`src/soc_pkg.sv`:
```
// Shared bus widths, operation codes and device IDs.
// Region bases, version word, INFO and ACTION codes.

`default_nettype none

package soc_pkg;

	localparam int DATA_W  = 32;                          // Bus and table word.
	localparam int WADDR_W = 30;                          // Word address.
	localparam int SEL_W   = 4;                           // Byte selects.
	localparam int BADDR_W = WADDR_W + $clog2(SEL_W);     // Byte address.

	typedef enum logic [1:0] {
		OP_NOP = 2'b00,
		OP_WR  = 2'b01,
		OP_RD  = 2'b10,
		OP_RW  = 2'b11
	} op_e;

	localparam logic [DATA_W-1:0] DEV_ID_RAM = 1;         // Marks a RAM entry.

	// Entry 0 is the block device; the table window follows it.
	localparam logic [BADDR_W-1:0] BLOCK_MAPSZ = 1024;
	localparam logic [BADDR_W-1:0] RAM_BASE    = 4096;    // First RAM device.

	localparam logic [DATA_W-1:0] SOC_VERSION = 32'h0001_0200;

	// INFO query codes, passed as write data at word 0.
	localparam logic [DATA_W-1:0] INFO_VERSION = 0;
	localparam logic [DATA_W-1:0] INFO_CACHESZ = 1;
	localparam logic [DATA_W-1:0] INFO_RSTSTAT = 2;
	localparam logic [DATA_W-1:0] INFO_PRELDR  = 3;
	localparam logic [DATA_W-1:0] INFO_SOCID   = 4;

	// ACTION codes, passed as write data at word 1.
	localparam logic [DATA_W-1:0] ACT_PWROFF = 0;
	localparam logic [DATA_W-1:0] ACT_WRESET = 1;
	localparam logic [DATA_W-1:0] ACT_CRESET = 2;
	localparam logic [DATA_W-1:0] ACT_RELOAD = 3;

endpackage

`default_nettype wire
```
`src/pi_if.sv`:
```
// Peripheral bus between the address decoder and its targets.
// No handshake; targets answer one cycle after the request.

`timescale 1ns/1ps
`default_nettype none

interface pi_if;

	soc_pkg::op_e                   op;     // Operation.
	logic [soc_pkg::BADDR_W-1:0]    baddr;  // Target-relative byte address.
	logic [soc_pkg::DATA_W-1:0]     wdata;
	logic [soc_pkg::SEL_W-1:0]      sel;
	logic [soc_pkg::DATA_W-1:0]     rdata;  // Registered by the target.

	modport master (
		output op,
		output baddr,
		output wdata,
		output sel,
		input  rdata
	);

	modport slave (
		input  op,
		input  baddr,
		input  wdata,
		input  sel,
		output rdata
	);

endinterface

`default_nettype wire

```
`src/soc_top.sv`:
```
// Peripheral subsystem top level with plain ports.
// Decoder, device table and RAM device.

`timescale 1ns/1ps
`default_nettype none

module soc_top #(
	parameter int          DEVMAPCNT    = 4,
	parameter int unsigned RAM_CACHE_SZ = 2,
	parameter int unsigned PRELDR_ADDR  = 32'h0000_1000,
	parameter int unsigned SOC_ID       = 32'h0000_0007,
	parameter int          RAM_WORDS    = 64
) (
	input  wire logic                                    clk_i,
	input  wire logic                                    rst_i,
	input  wire soc_pkg::op_e                            op_i,
	input  wire logic [soc_pkg::WADDR_W-1:0]             addr_i,
	input  wire logic [soc_pkg::DATA_W-1:0]              data_i,
	input  wire logic [soc_pkg::SEL_W-1:0]               sel_i,
	output logic      [soc_pkg::DATA_W-1:0]              data_o,
	input  wire logic [soc_pkg::DATA_W*DEVMAPCNT-1:0]    dev_id_i,
	input  wire logic [soc_pkg::DATA_W*DEVMAPCNT-1:0]    dev_mapsz_i,
	input  wire logic [DEVMAPCNT-1:0]                    dev_useintr_i,
	output logic                                         rst0_o,
	output logic                                         rst1_o,
	output logic                                         rst2_o
);

	logic [soc_pkg::DATA_W-1:0] tbl_size;  // Table window size.

	pi_if tbl_bus ();
	pi_if ram_bus ();

	pi_decoder u_decoder (
		.clk_i      (clk_i),
		.rst_i      (rst_i),
		.op_i       (op_i),
		.addr_i     (addr_i),
		.data_i     (data_i),
		.sel_i      (sel_i),
		.data_o     (data_o),
		.tbl_size_i (tbl_size),
		.tbl_m      (tbl_bus.master),
		.ram_m      (ram_bus.master)
	);

	dev_table #(
		.DEVMAPCNT    (DEVMAPCNT),
		.RAM_CACHE_SZ (RAM_CACHE_SZ),
		.PRELDR_ADDR  (PRELDR_ADDR),
		.SOC_ID       (SOC_ID)
	) u_dev_table (
		.clk_i         (clk_i),
		.rst_i         (rst_i),
		.bus           (tbl_bus.slave),
		.dev_id_i      (dev_id_i),
		.dev_mapsz_i   (dev_mapsz_i),
		.dev_useintr_i (dev_useintr_i),
		.mapsz_o       (tbl_size),
		.rst0_o        (rst0_o),
		.rst1_o        (rst1_o),
		.rst2_o        (rst2_o)
	);

	ram_dev #(
		.RAM_WORDS (RAM_WORDS)
	) u_ram (
		.clk_i (clk_i),
		.bus   (ram_bus.slave)
	);

endmodule

`default_nettype wire

```
`src/ram_dev.sv`:
```
// Byte-writable RAM device on the peripheral bus.
// One cycle of read latency; swap returns the old word.

`timescale 1ns/1ps
`default_nettype none

module ram_dev #(
	parameter int RAM_WORDS = 64
) (
	input  wire logic clk_i,
	pi_if.slave       bus
);

	localparam int DW    = soc_pkg::DATA_W;
	localparam int IDX_W = (RAM_WORDS > 1) ? $clog2(RAM_WORDS) : 1;

	logic [DW-1:0]               mem [RAM_WORDS];
	logic [soc_pkg::WADDR_W-1:0] word;
	logic [IDX_W-1:0]            widx;
	logic                        do_wr;
	logic                        do_rd;

	assign word  = bus.baddr[soc_pkg::BADDR_W-1:2];
	assign widx  = IDX_W'(word % RAM_WORDS);     // Address wraps.
	assign do_wr = (bus.op == soc_pkg::OP_WR) || (bus.op == soc_pkg::OP_RW);
	assign do_rd = (bus.op == soc_pkg::OP_RD) || (bus.op == soc_pkg::OP_RW);

	// Read sees the old word, so a swap returns it.
	always_ff @(posedge clk_i) begin
		if (do_rd)
			bus.rdata <= mem[widx];
	end

	always_ff @(posedge clk_i) begin
		if (do_wr) begin
			for (int b = 0; b < soc_pkg::SEL_W; b++) begin
				if (bus.sel[b])
					mem[widx][b*8 +: 8] <= bus.wdata[b*8 +: 8]; // Selected lanes only.
			end
		end
	end

endmodule

`default_nettype wire

```
`src/pi_decoder.sv`:
```
// Address decoder for the device table and the RAM.
// Routes requests forward, muxes registered read data back.

`timescale 1ns/1ps
`default_nettype none

module pi_decoder (
	input  wire logic                          clk_i,
	input  wire logic                          rst_i,
	input  wire soc_pkg::op_e                  op_i,
	input  wire logic [soc_pkg::WADDR_W-1:0]   addr_i,
	input  wire logic [soc_pkg::DATA_W-1:0]    data_i,
	input  wire logic [soc_pkg::SEL_W-1:0]     sel_i,
	output logic      [soc_pkg::DATA_W-1:0]    data_o,
	input  wire logic [soc_pkg::DATA_W-1:0]    tbl_size_i,
	pi_if.master                               tbl_m,
	pi_if.master                               ram_m
);

	typedef enum logic [1:0] {
		TGT_NONE,
		TGT_TBL,
		TGT_RAM
	} tgt_e;

	logic [soc_pkg::BADDR_W-1:0] baddr;
	logic [soc_pkg::BADDR_W-1:0] tbl_end;
	logic                        hit_tbl;
	logic                        hit_ram;
	tgt_e                        tgt_d;
	tgt_e                        tgt_q;

	byte_addr u_byte_addr (
		.waddr_i (addr_i),
		.sel_i   (sel_i),
		.baddr_o (baddr)
	);

	assign tbl_end = soc_pkg::BLOCK_MAPSZ + tbl_size_i;
	assign hit_tbl = (baddr >= soc_pkg::BLOCK_MAPSZ) && (baddr < tbl_end);
	assign hit_ram = !hit_tbl && (baddr >= soc_pkg::RAM_BASE);

	always_comb begin
		if (hit_tbl)
			tgt_d = TGT_TBL;
		else if (hit_ram)
			tgt_d = TGT_RAM;
		else
			tgt_d = TGT_NONE;                        // Unmapped.
	end

	// Unselected targets see a NOP.
	assign tbl_m.op    = hit_tbl ? op_i : soc_pkg::OP_NOP;
	assign tbl_m.baddr = baddr - soc_pkg::BLOCK_MAPSZ;
	assign tbl_m.wdata = data_i;
	assign tbl_m.sel   = sel_i;

	assign ram_m.op    = hit_ram ? op_i : soc_pkg::OP_NOP;
	assign ram_m.baddr = baddr - soc_pkg::RAM_BASE;
	assign ram_m.wdata = data_i;
	assign ram_m.sel   = sel_i;

	// Only reads and swaps return data; everything else reads zero.
	always_ff @(posedge clk_i) begin
		if (rst_i)
			tgt_q <= TGT_NONE;
		else if (op_i == soc_pkg::OP_RD || op_i == soc_pkg::OP_RW)
			tgt_q <= tgt_d;
		else
			tgt_q <= TGT_NONE;
	end

	always_comb begin
		case (tgt_q)
			TGT_TBL: data_o = tbl_m.rdata;
			TGT_RAM: data_o = ram_m.rdata;
			default: data_o = '0;
		endcase
	end

endmodule

`default_nettype wire

```
`src/dev_table.sv`:
```
// Device table with descriptor reads and window sizing.
// INFO queries and ACTION reset control at words 0 and 1.

`timescale 1ns/1ps
`default_nettype none

module dev_table #(
	parameter int          DEVMAPCNT    = 4,
	parameter int unsigned RAM_CACHE_SZ = 2,
	parameter int unsigned PRELDR_ADDR  = 0,
	parameter int unsigned SOC_ID       = 0
) (
	input  wire logic                                    clk_i,
	input  wire logic                                    rst_i,
	pi_if.slave                                          bus,
	input  wire logic [soc_pkg::DATA_W*DEVMAPCNT-1:0]    dev_id_i,
	input  wire logic [soc_pkg::DATA_W*DEVMAPCNT-1:0]    dev_mapsz_i,
	input  wire logic [DEVMAPCNT-1:0]                    dev_useintr_i,
	output logic      [soc_pkg::DATA_W-1:0]              mapsz_o,
	output logic                                         rst0_o,
	output logic                                         rst1_o,
	output logic                                         rst2_o
);

	localparam int DW    = soc_pkg::DATA_W;
	localparam int IDX_W = $clog2(DEVMAPCNT);

	logic [DW-1:0]               dev_id    [DEVMAPCNT];
	logic [DW-1:0]               dev_mapsz [DEVMAPCNT];
	logic [DW-1:0]               win_size;
	logic                        ram_seen;
	logic [soc_pkg::WADDR_W-1:0] word;
	logic [soc_pkg::WADDR_W-2:0] entry;
	logic                        entry_ok;
	logic [IDX_W-1:0]            idx;
	logic [DW-1:0]               msz;
	logic [DW-1:0]               rd_word;
	logic [DW-1:0]               info_word;
	logic                        act_req;
	logic                        reload_q = 1'b0; // Reload requested since power-up.

	always_comb begin
		for (int i = 0; i < DEVMAPCNT; i++) begin
			dev_id[i]    = dev_id_i[i*DW +: DW];
			dev_mapsz[i] = dev_mapsz_i[i*DW +: DW];
		end
	end

	// Window shrinks until the first RAM entry lands on RAM_BASE.
	always_comb begin
		win_size = DW'(soc_pkg::RAM_BASE - soc_pkg::BLOCK_MAPSZ);
		ram_seen = 1'b0;
		for (int i = 2; i < DEVMAPCNT; i++) begin
			if (dev_id[i] == soc_pkg::DEV_ID_RAM)
				ram_seen = 1'b1;
			if (!ram_seen)
				win_size = win_size - dev_mapsz[i];
		end
	end

	assign word     = bus.baddr[soc_pkg::BADDR_W-1:2];
	assign entry    = word[soc_pkg::WADDR_W-1:1];    // Two words per entry.
	assign entry_ok = (entry < DEVMAPCNT);
	assign idx      = entry[IDX_W-1:0];

	always_comb begin
		if (idx == 0)
			msz = DW'(soc_pkg::BLOCK_MAPSZ);
		else if (idx == 1)
			msz = mapsz_o;                           // Own window.
		else
			msz = dev_mapsz[idx];
	end

	always_comb begin
		rd_word = '0;
		if (entry_ok) begin
			if (!word[0])
				rd_word = dev_id[idx];
			else
				rd_word = {msz[DW-1:1], dev_useintr_i[idx]};
		end
	end

	always_comb begin
		case (bus.wdata)
			soc_pkg::INFO_VERSION: info_word = soc_pkg::SOC_VERSION;
			soc_pkg::INFO_CACHESZ: info_word = DW'(RAM_CACHE_SZ);
			soc_pkg::INFO_RSTSTAT: info_word = {{(DW-2){1'b0}}, rst1_o, rst0_o};
			soc_pkg::INFO_PRELDR:  info_word = reload_q ? '0 : DW'(PRELDR_ADDR);
			soc_pkg::INFO_SOCID:   info_word = DW'(SOC_ID);
			default:               info_word = '0;
		endcase
	end

	assign act_req = (bus.op == soc_pkg::OP_RW) && (word == 1);

	// Read data and window size.
	always_ff @(posedge clk_i) begin
		mapsz_o <= win_size;
		if (bus.op == soc_pkg::OP_RD)
			bus.rdata <= rd_word;
		else if (bus.op == soc_pkg::OP_RW)
			bus.rdata <= (word == 0) ? info_word : '0; // ACTION answers zero.
	end

	always_ff @(posedge clk_i) begin
		if (rst_i) begin
			rst0_o <= 1'b0;
			rst1_o <= 1'b0;
			rst2_o <= 1'b0;
		end else begin
			rst2_o <= act_req && (bus.wdata == soc_pkg::ACT_RELOAD); // One-cycle pulse.
			if (act_req) begin
				case (bus.wdata)
					soc_pkg::ACT_PWROFF: begin
						rst0_o <= 1'b1;
						rst1_o <= 1'b0;
					end
					soc_pkg::ACT_WRESET: begin
						rst0_o <= 1'b0;
						rst1_o <= 1'b1;
					end
					soc_pkg::ACT_CRESET: begin
						rst0_o <= 1'b1;
						rst1_o <= 1'b1;
					end
					default: ;
				endcase
			end
		end
	end

	always_ff @(posedge clk_i) begin
		if (act_req && bus.wdata == soc_pkg::ACT_RELOAD)
			reload_q <= 1'b1;                        // Hides the pre-loader address.
	end

endmodule

`default_nettype wire

```
`src/byte_addr.sv`:
```
// Word address plus byte selects to byte address.
// Low bits come from the lowest set byte select.

`timescale 1ns/1ps
`default_nettype none

module byte_addr (
	input  wire logic [soc_pkg::WADDR_W-1:0] waddr_i,
	input  wire logic [soc_pkg::SEL_W-1:0]   sel_i,
	output logic      [soc_pkg::BADDR_W-1:0] baddr_o
);

	localparam int LSB_W = $clog2(soc_pkg::SEL_W);

	logic [LSB_W-1:0] lsb;

	// Scan from the top so the lowest set select wins.
	always_comb begin
		lsb = '0;
		for (int i = soc_pkg::SEL_W - 1; i >= 0; i--) begin
			if (sel_i[i])
				lsb = LSB_W'(i);
		end
	end

	assign baddr_o = {waddr_i, lsb};

endmodule

`default_nettype wire

```
`config.mk`:
```
export PLATFORM = sky130hd
export DESIGN_NAME = soc_top
export DESIGN_NICKNAME = d
export VERILOG_FILES = /design/src/soc_pkg.sv /design/src/pi_if.sv /design/src/soc_top.sv /design/src/ram_dev.sv /design/src/pi_decoder.sv /design/src/dev_table.sv /design/src/byte_addr.sv
export SDC_FILE = /design/constraint.sdc
export NUM_CORES = 2
export LEC_CHECK = 0
export ABC_AREA = 1
export BUFFER_PORTS_ARGS = -buffer_cell sky130_fd_sc_hd__buf_2
export CAP_MARGIN = 30
export CORE_UTILIZATION = 29
export DETAILED_ROUTE_END_ITERATION = 8
export GPL_TIMING_DRIVEN = 1
export PLACE_DENSITY = 0.5
export RECOVER_POWER = 50
export SLEW_MARGIN = 5
export SYNTH_ARGS = -nofsm -noshare
export SYNTH_HDL_FRONTEND = slang
export SYNTH_SLANG_ARGS = --single-unit
```
`constraint.sdc`:
```
create_clock -name clk_i -period 4.5 [get_ports clk_i]
set_input_delay 0.45 -clock clk_i [delete_from_list [all_inputs] [get_ports clk_i]]
set_output_delay 0.45 -clock clk_i [all_outputs]
set_load 0.005 [all_outputs]
```
==> run metrics <==
Top FF cell, synth edfxtp_1; status complete, but fails checks; Die Y 562 um; post-layout net count 8482; vias in the first global route 61835; Post-route DRC 0; slowest library cell on the worst path clkbuf_2; cells after synthesis 7579; Net Count, Synth 7977; num rows 205; WS Path Type primary input to register; P&R area growth vs syn 17.2%; Slew HR -174%; Max-Cap Viols 39; slowest cell delay on critical path 1300 ps; Worst setup SP type primary input; #FFs+latches synth 2149; failing checks capacitance limit, slew limit; power density over cell area 417 nW/um^2; Final Hold Fails 0; aggregate global routing overflow 0; Routed WL 327 mm; total die area 316000 sq um; Crit path buffers/inverters 5; final worst-path cycle share 95.7%; Setup crit end kind register; worst-skew pair later-pin latency 880 ps; average size of a mapped cell 12.0 sq um; actual slew at the worst max-slew pin 4110 ps; largest net degree at the start of global routing 143; DR pass1 iterations 8; Antenna Nets Post-Route 0; Yosys top cell area share 69.7%; Max Transition Viols Final 2173; worst path required time 5170 ps; Pleak 0.0348 uW; total power 44400 uW; Inst Count DP 11985; post-synthesis sequential area ratio 70.5%; worst path cell trace buf_8, inv_16, nor2_1, clkbuf_2, clkbuf_2, nand2_1, o2111ai_1, nand3_1, nand3_1, nand2_1, nand4_1, clkbuf_2; synth warn 0; Reg clk slew, reported paths 60 ps; unrepaired setup endpoints after global routing false; Synth area leader edfxtp_1; post-synth cell types 57; critical path arrival 4980 ps; Finish-stage setup viols 0; CTS tree built; port bufs 300; setup TNS 0 ps; Max Freq 232 MHz; # H-tree levels 4; CP delay by family, top buffers and inverters; DR WL/cell 26.3 um; min Tclk post-route 4310 ps; hpwl dp 210 mm; most used cell, CP clkbuf_2; Post-Layout Cell Count 12432; IO Count 365; vias per inst 5.19; Max VDD drop 0.000424 V; share of cells above drive strength 1 12.9%; number of synthesized flops with an enable pin 2112; synthesized cell area 91000 sq um; clk sinks 2149; CP max FO 89; async set-reset flop share out of synthesis 0%; Worst Skew 30.5 ps; Initial Util 29.2%; via count 64470; clock buffer count from CTS 220; root buf cell clkbuf_16; global-route wire length before repair 457 mm; initial antenna violation count 39; gp weighted congestion 0.950; DIE WIDTH 562 um; First DRT Iteration DRCs 7805; Clock Path Buffers 3; total track usage 20.1%; worst hold path type primary input to register; top cells by area, synth edfxtp_1 70%, nand2_1 5.3%, nand3_1 4.4%; core area 312000 sq um
## path summary, 6_finish.rpt
| kind | from | to | slack [ps] | depth (start not counted) |
|---|---|---|---|---|
| setup / recovery | addr_i[0] | u_ram.bus.rdata[6] | 190 | 12 |
| setup reg to reg | u_dev_table.mapsz_o[19] | u_ram.mem[39][1] | 300 | 26 |
| hold reg to reg | u_dev_table.rst1_o | u_dev_table.rst1_o | 570 | 2 |
| hold / removal | dev_mapsz_i[78] | u_dev_table.mapsz_o[14] | 80 | 4 |
## final cells by class
type | instances | area (sq um)
Clock inverter | 135 | 1350
Fill cell | 31007 | 205000
Antenna cell | 23 | 57.6
Sequential cell | 2149 | 64200
Clock buffer | 272 | 5800
Timing Repair Buffer | 775 | 5390
Multi-Input combinational cell | 4728 | 23900
Inverter | 210 | 817
Tap cell | 4140 | 5180
## repair_timing
item / in CTS / in global routing
buffers inserted: 0 / 0
hold endpoints to repair: 19 / 0
hold buffers: 15 / 0
setup endpoints to repair: 0 / 1487
resized for setup: 0 / 5
## where the power goes
part	switching [uW]	internal, uW
logic	2900	1000
registers	70.3	22200
clock network	7830	10500
total	10800	33600
## cell usage after synthesis (37+ instances only)
| library cell | number |
|---|---|
| a21oi_1 | 121 |
| a22oi_1 | 48 |
| buf_1 | 55 |
| buf_2 | 108 |
| clkbuf_1 | 302 |
| dfxtp_1 | 37 |
| edfxtp_1 | 2112 |
| ha_1 | 67 |
| inv_1 | 197 |
| nand2_1 | 1289 |
| nand3_1 | 800 |
| nand4_1 | 63 |
| nor2_1 | 941 |
| o2111ai_1 | 223 |
| o211ai_1 | 323 |
| o21ai_0 | 590 |
## registers in the layout (all words and copies together) (netlist names)
register,count
u_ram.bus.rdata,32
u_ram.mem,2048
u_decoder.tgt_q,2
u_dev_table.mapsz_o,32
u_dev_table.bus.rdata,32
u_dev_table.rst2_o,1
u_dev_table.rst0_o,1
u_dev_table.rst1_o,1
## stage by stage
step                      utilization [%]  setup slack, ps  hold slack (ps)  cell area, sq um
final                                34.2              193             78.1            107000
after global routing                 34.2             35.6             41.3            107000
after CTS                            34.3              200             5.84            107000
after detailed placement             31.9              220              496             99600
after global placement               31.9              182              504             99400
after floorplan                         -             60.2              463             91000
## worst min-delay path, stage by stage
cell and delay [ps]:
buf_2 150, a21oi_1 100, nand2_1 50, o21ai_0 120
## cells in the final DEF (no fill, tap or decap), drive strengths merged, types with 15 or more instances in the layout
| cell | Yosys | layout |
|---|---|---|
| inv | 210 | 220 |
| nand4 | 64 | 64 |
| nor4 | 23 | 23 |
| diode | 0 | 23 |
| bufinv | 0 | 23 |
| nand2 | 1303 | 1303 |
| clkbuf | 302 | 383 |
| o2111ai | 223 | 223 |
| o21ai | 599 | 599 |
| edfxtp | 2112 | 2112 |
| dfxtp | 37 | 37 |
| ha | 67 | 67 |
| o211ai | 323 | 323 |
| buf | 190 | 649 |
| clkinv | 0 | 90 |
| nand3 | 803 | 803 |
| nor3 | 34 | 34 |
| a22oi | 48 | 48 |
| dlygate4sd3 | 0 | 15 |
| a21oi | 121 | 121 |
| o22ai | 20 | 20 |
| nor2 | 978 | 978 |
| xor2 | 21 | 21 |
| xnor2 | 15 | 15 |
## per-layer routing
| layer | GRT usage (%) | up-vias | routed length, um |
|---|---|---|---|
| met3 | 3.74 | 572 | 25600 |
| li1 | - | 28939 | - |
| met1 | 26.5 | 32030 | 136000 |
| met4 | 8.86 | 12 | 15200 |
| met2 | 32.2 | 2917 | 150000 |
| met5 | 0 | - | 70 |
## cells by family (layout without fill, tap and decap cells)
group	after synthesis	after routing	share of synthesized area, %
compound gates	1400	1400	9.89
xor+xnor	36	36	0.347
fa+ha+maj	68	68	0.944
buf+inv	702	1392	3.27
flops	2149	2149	70.5
other cells	0	23	0
simple gates	3224	3224	15.0
Note: power is estimated with default switching activity, not from simulation.
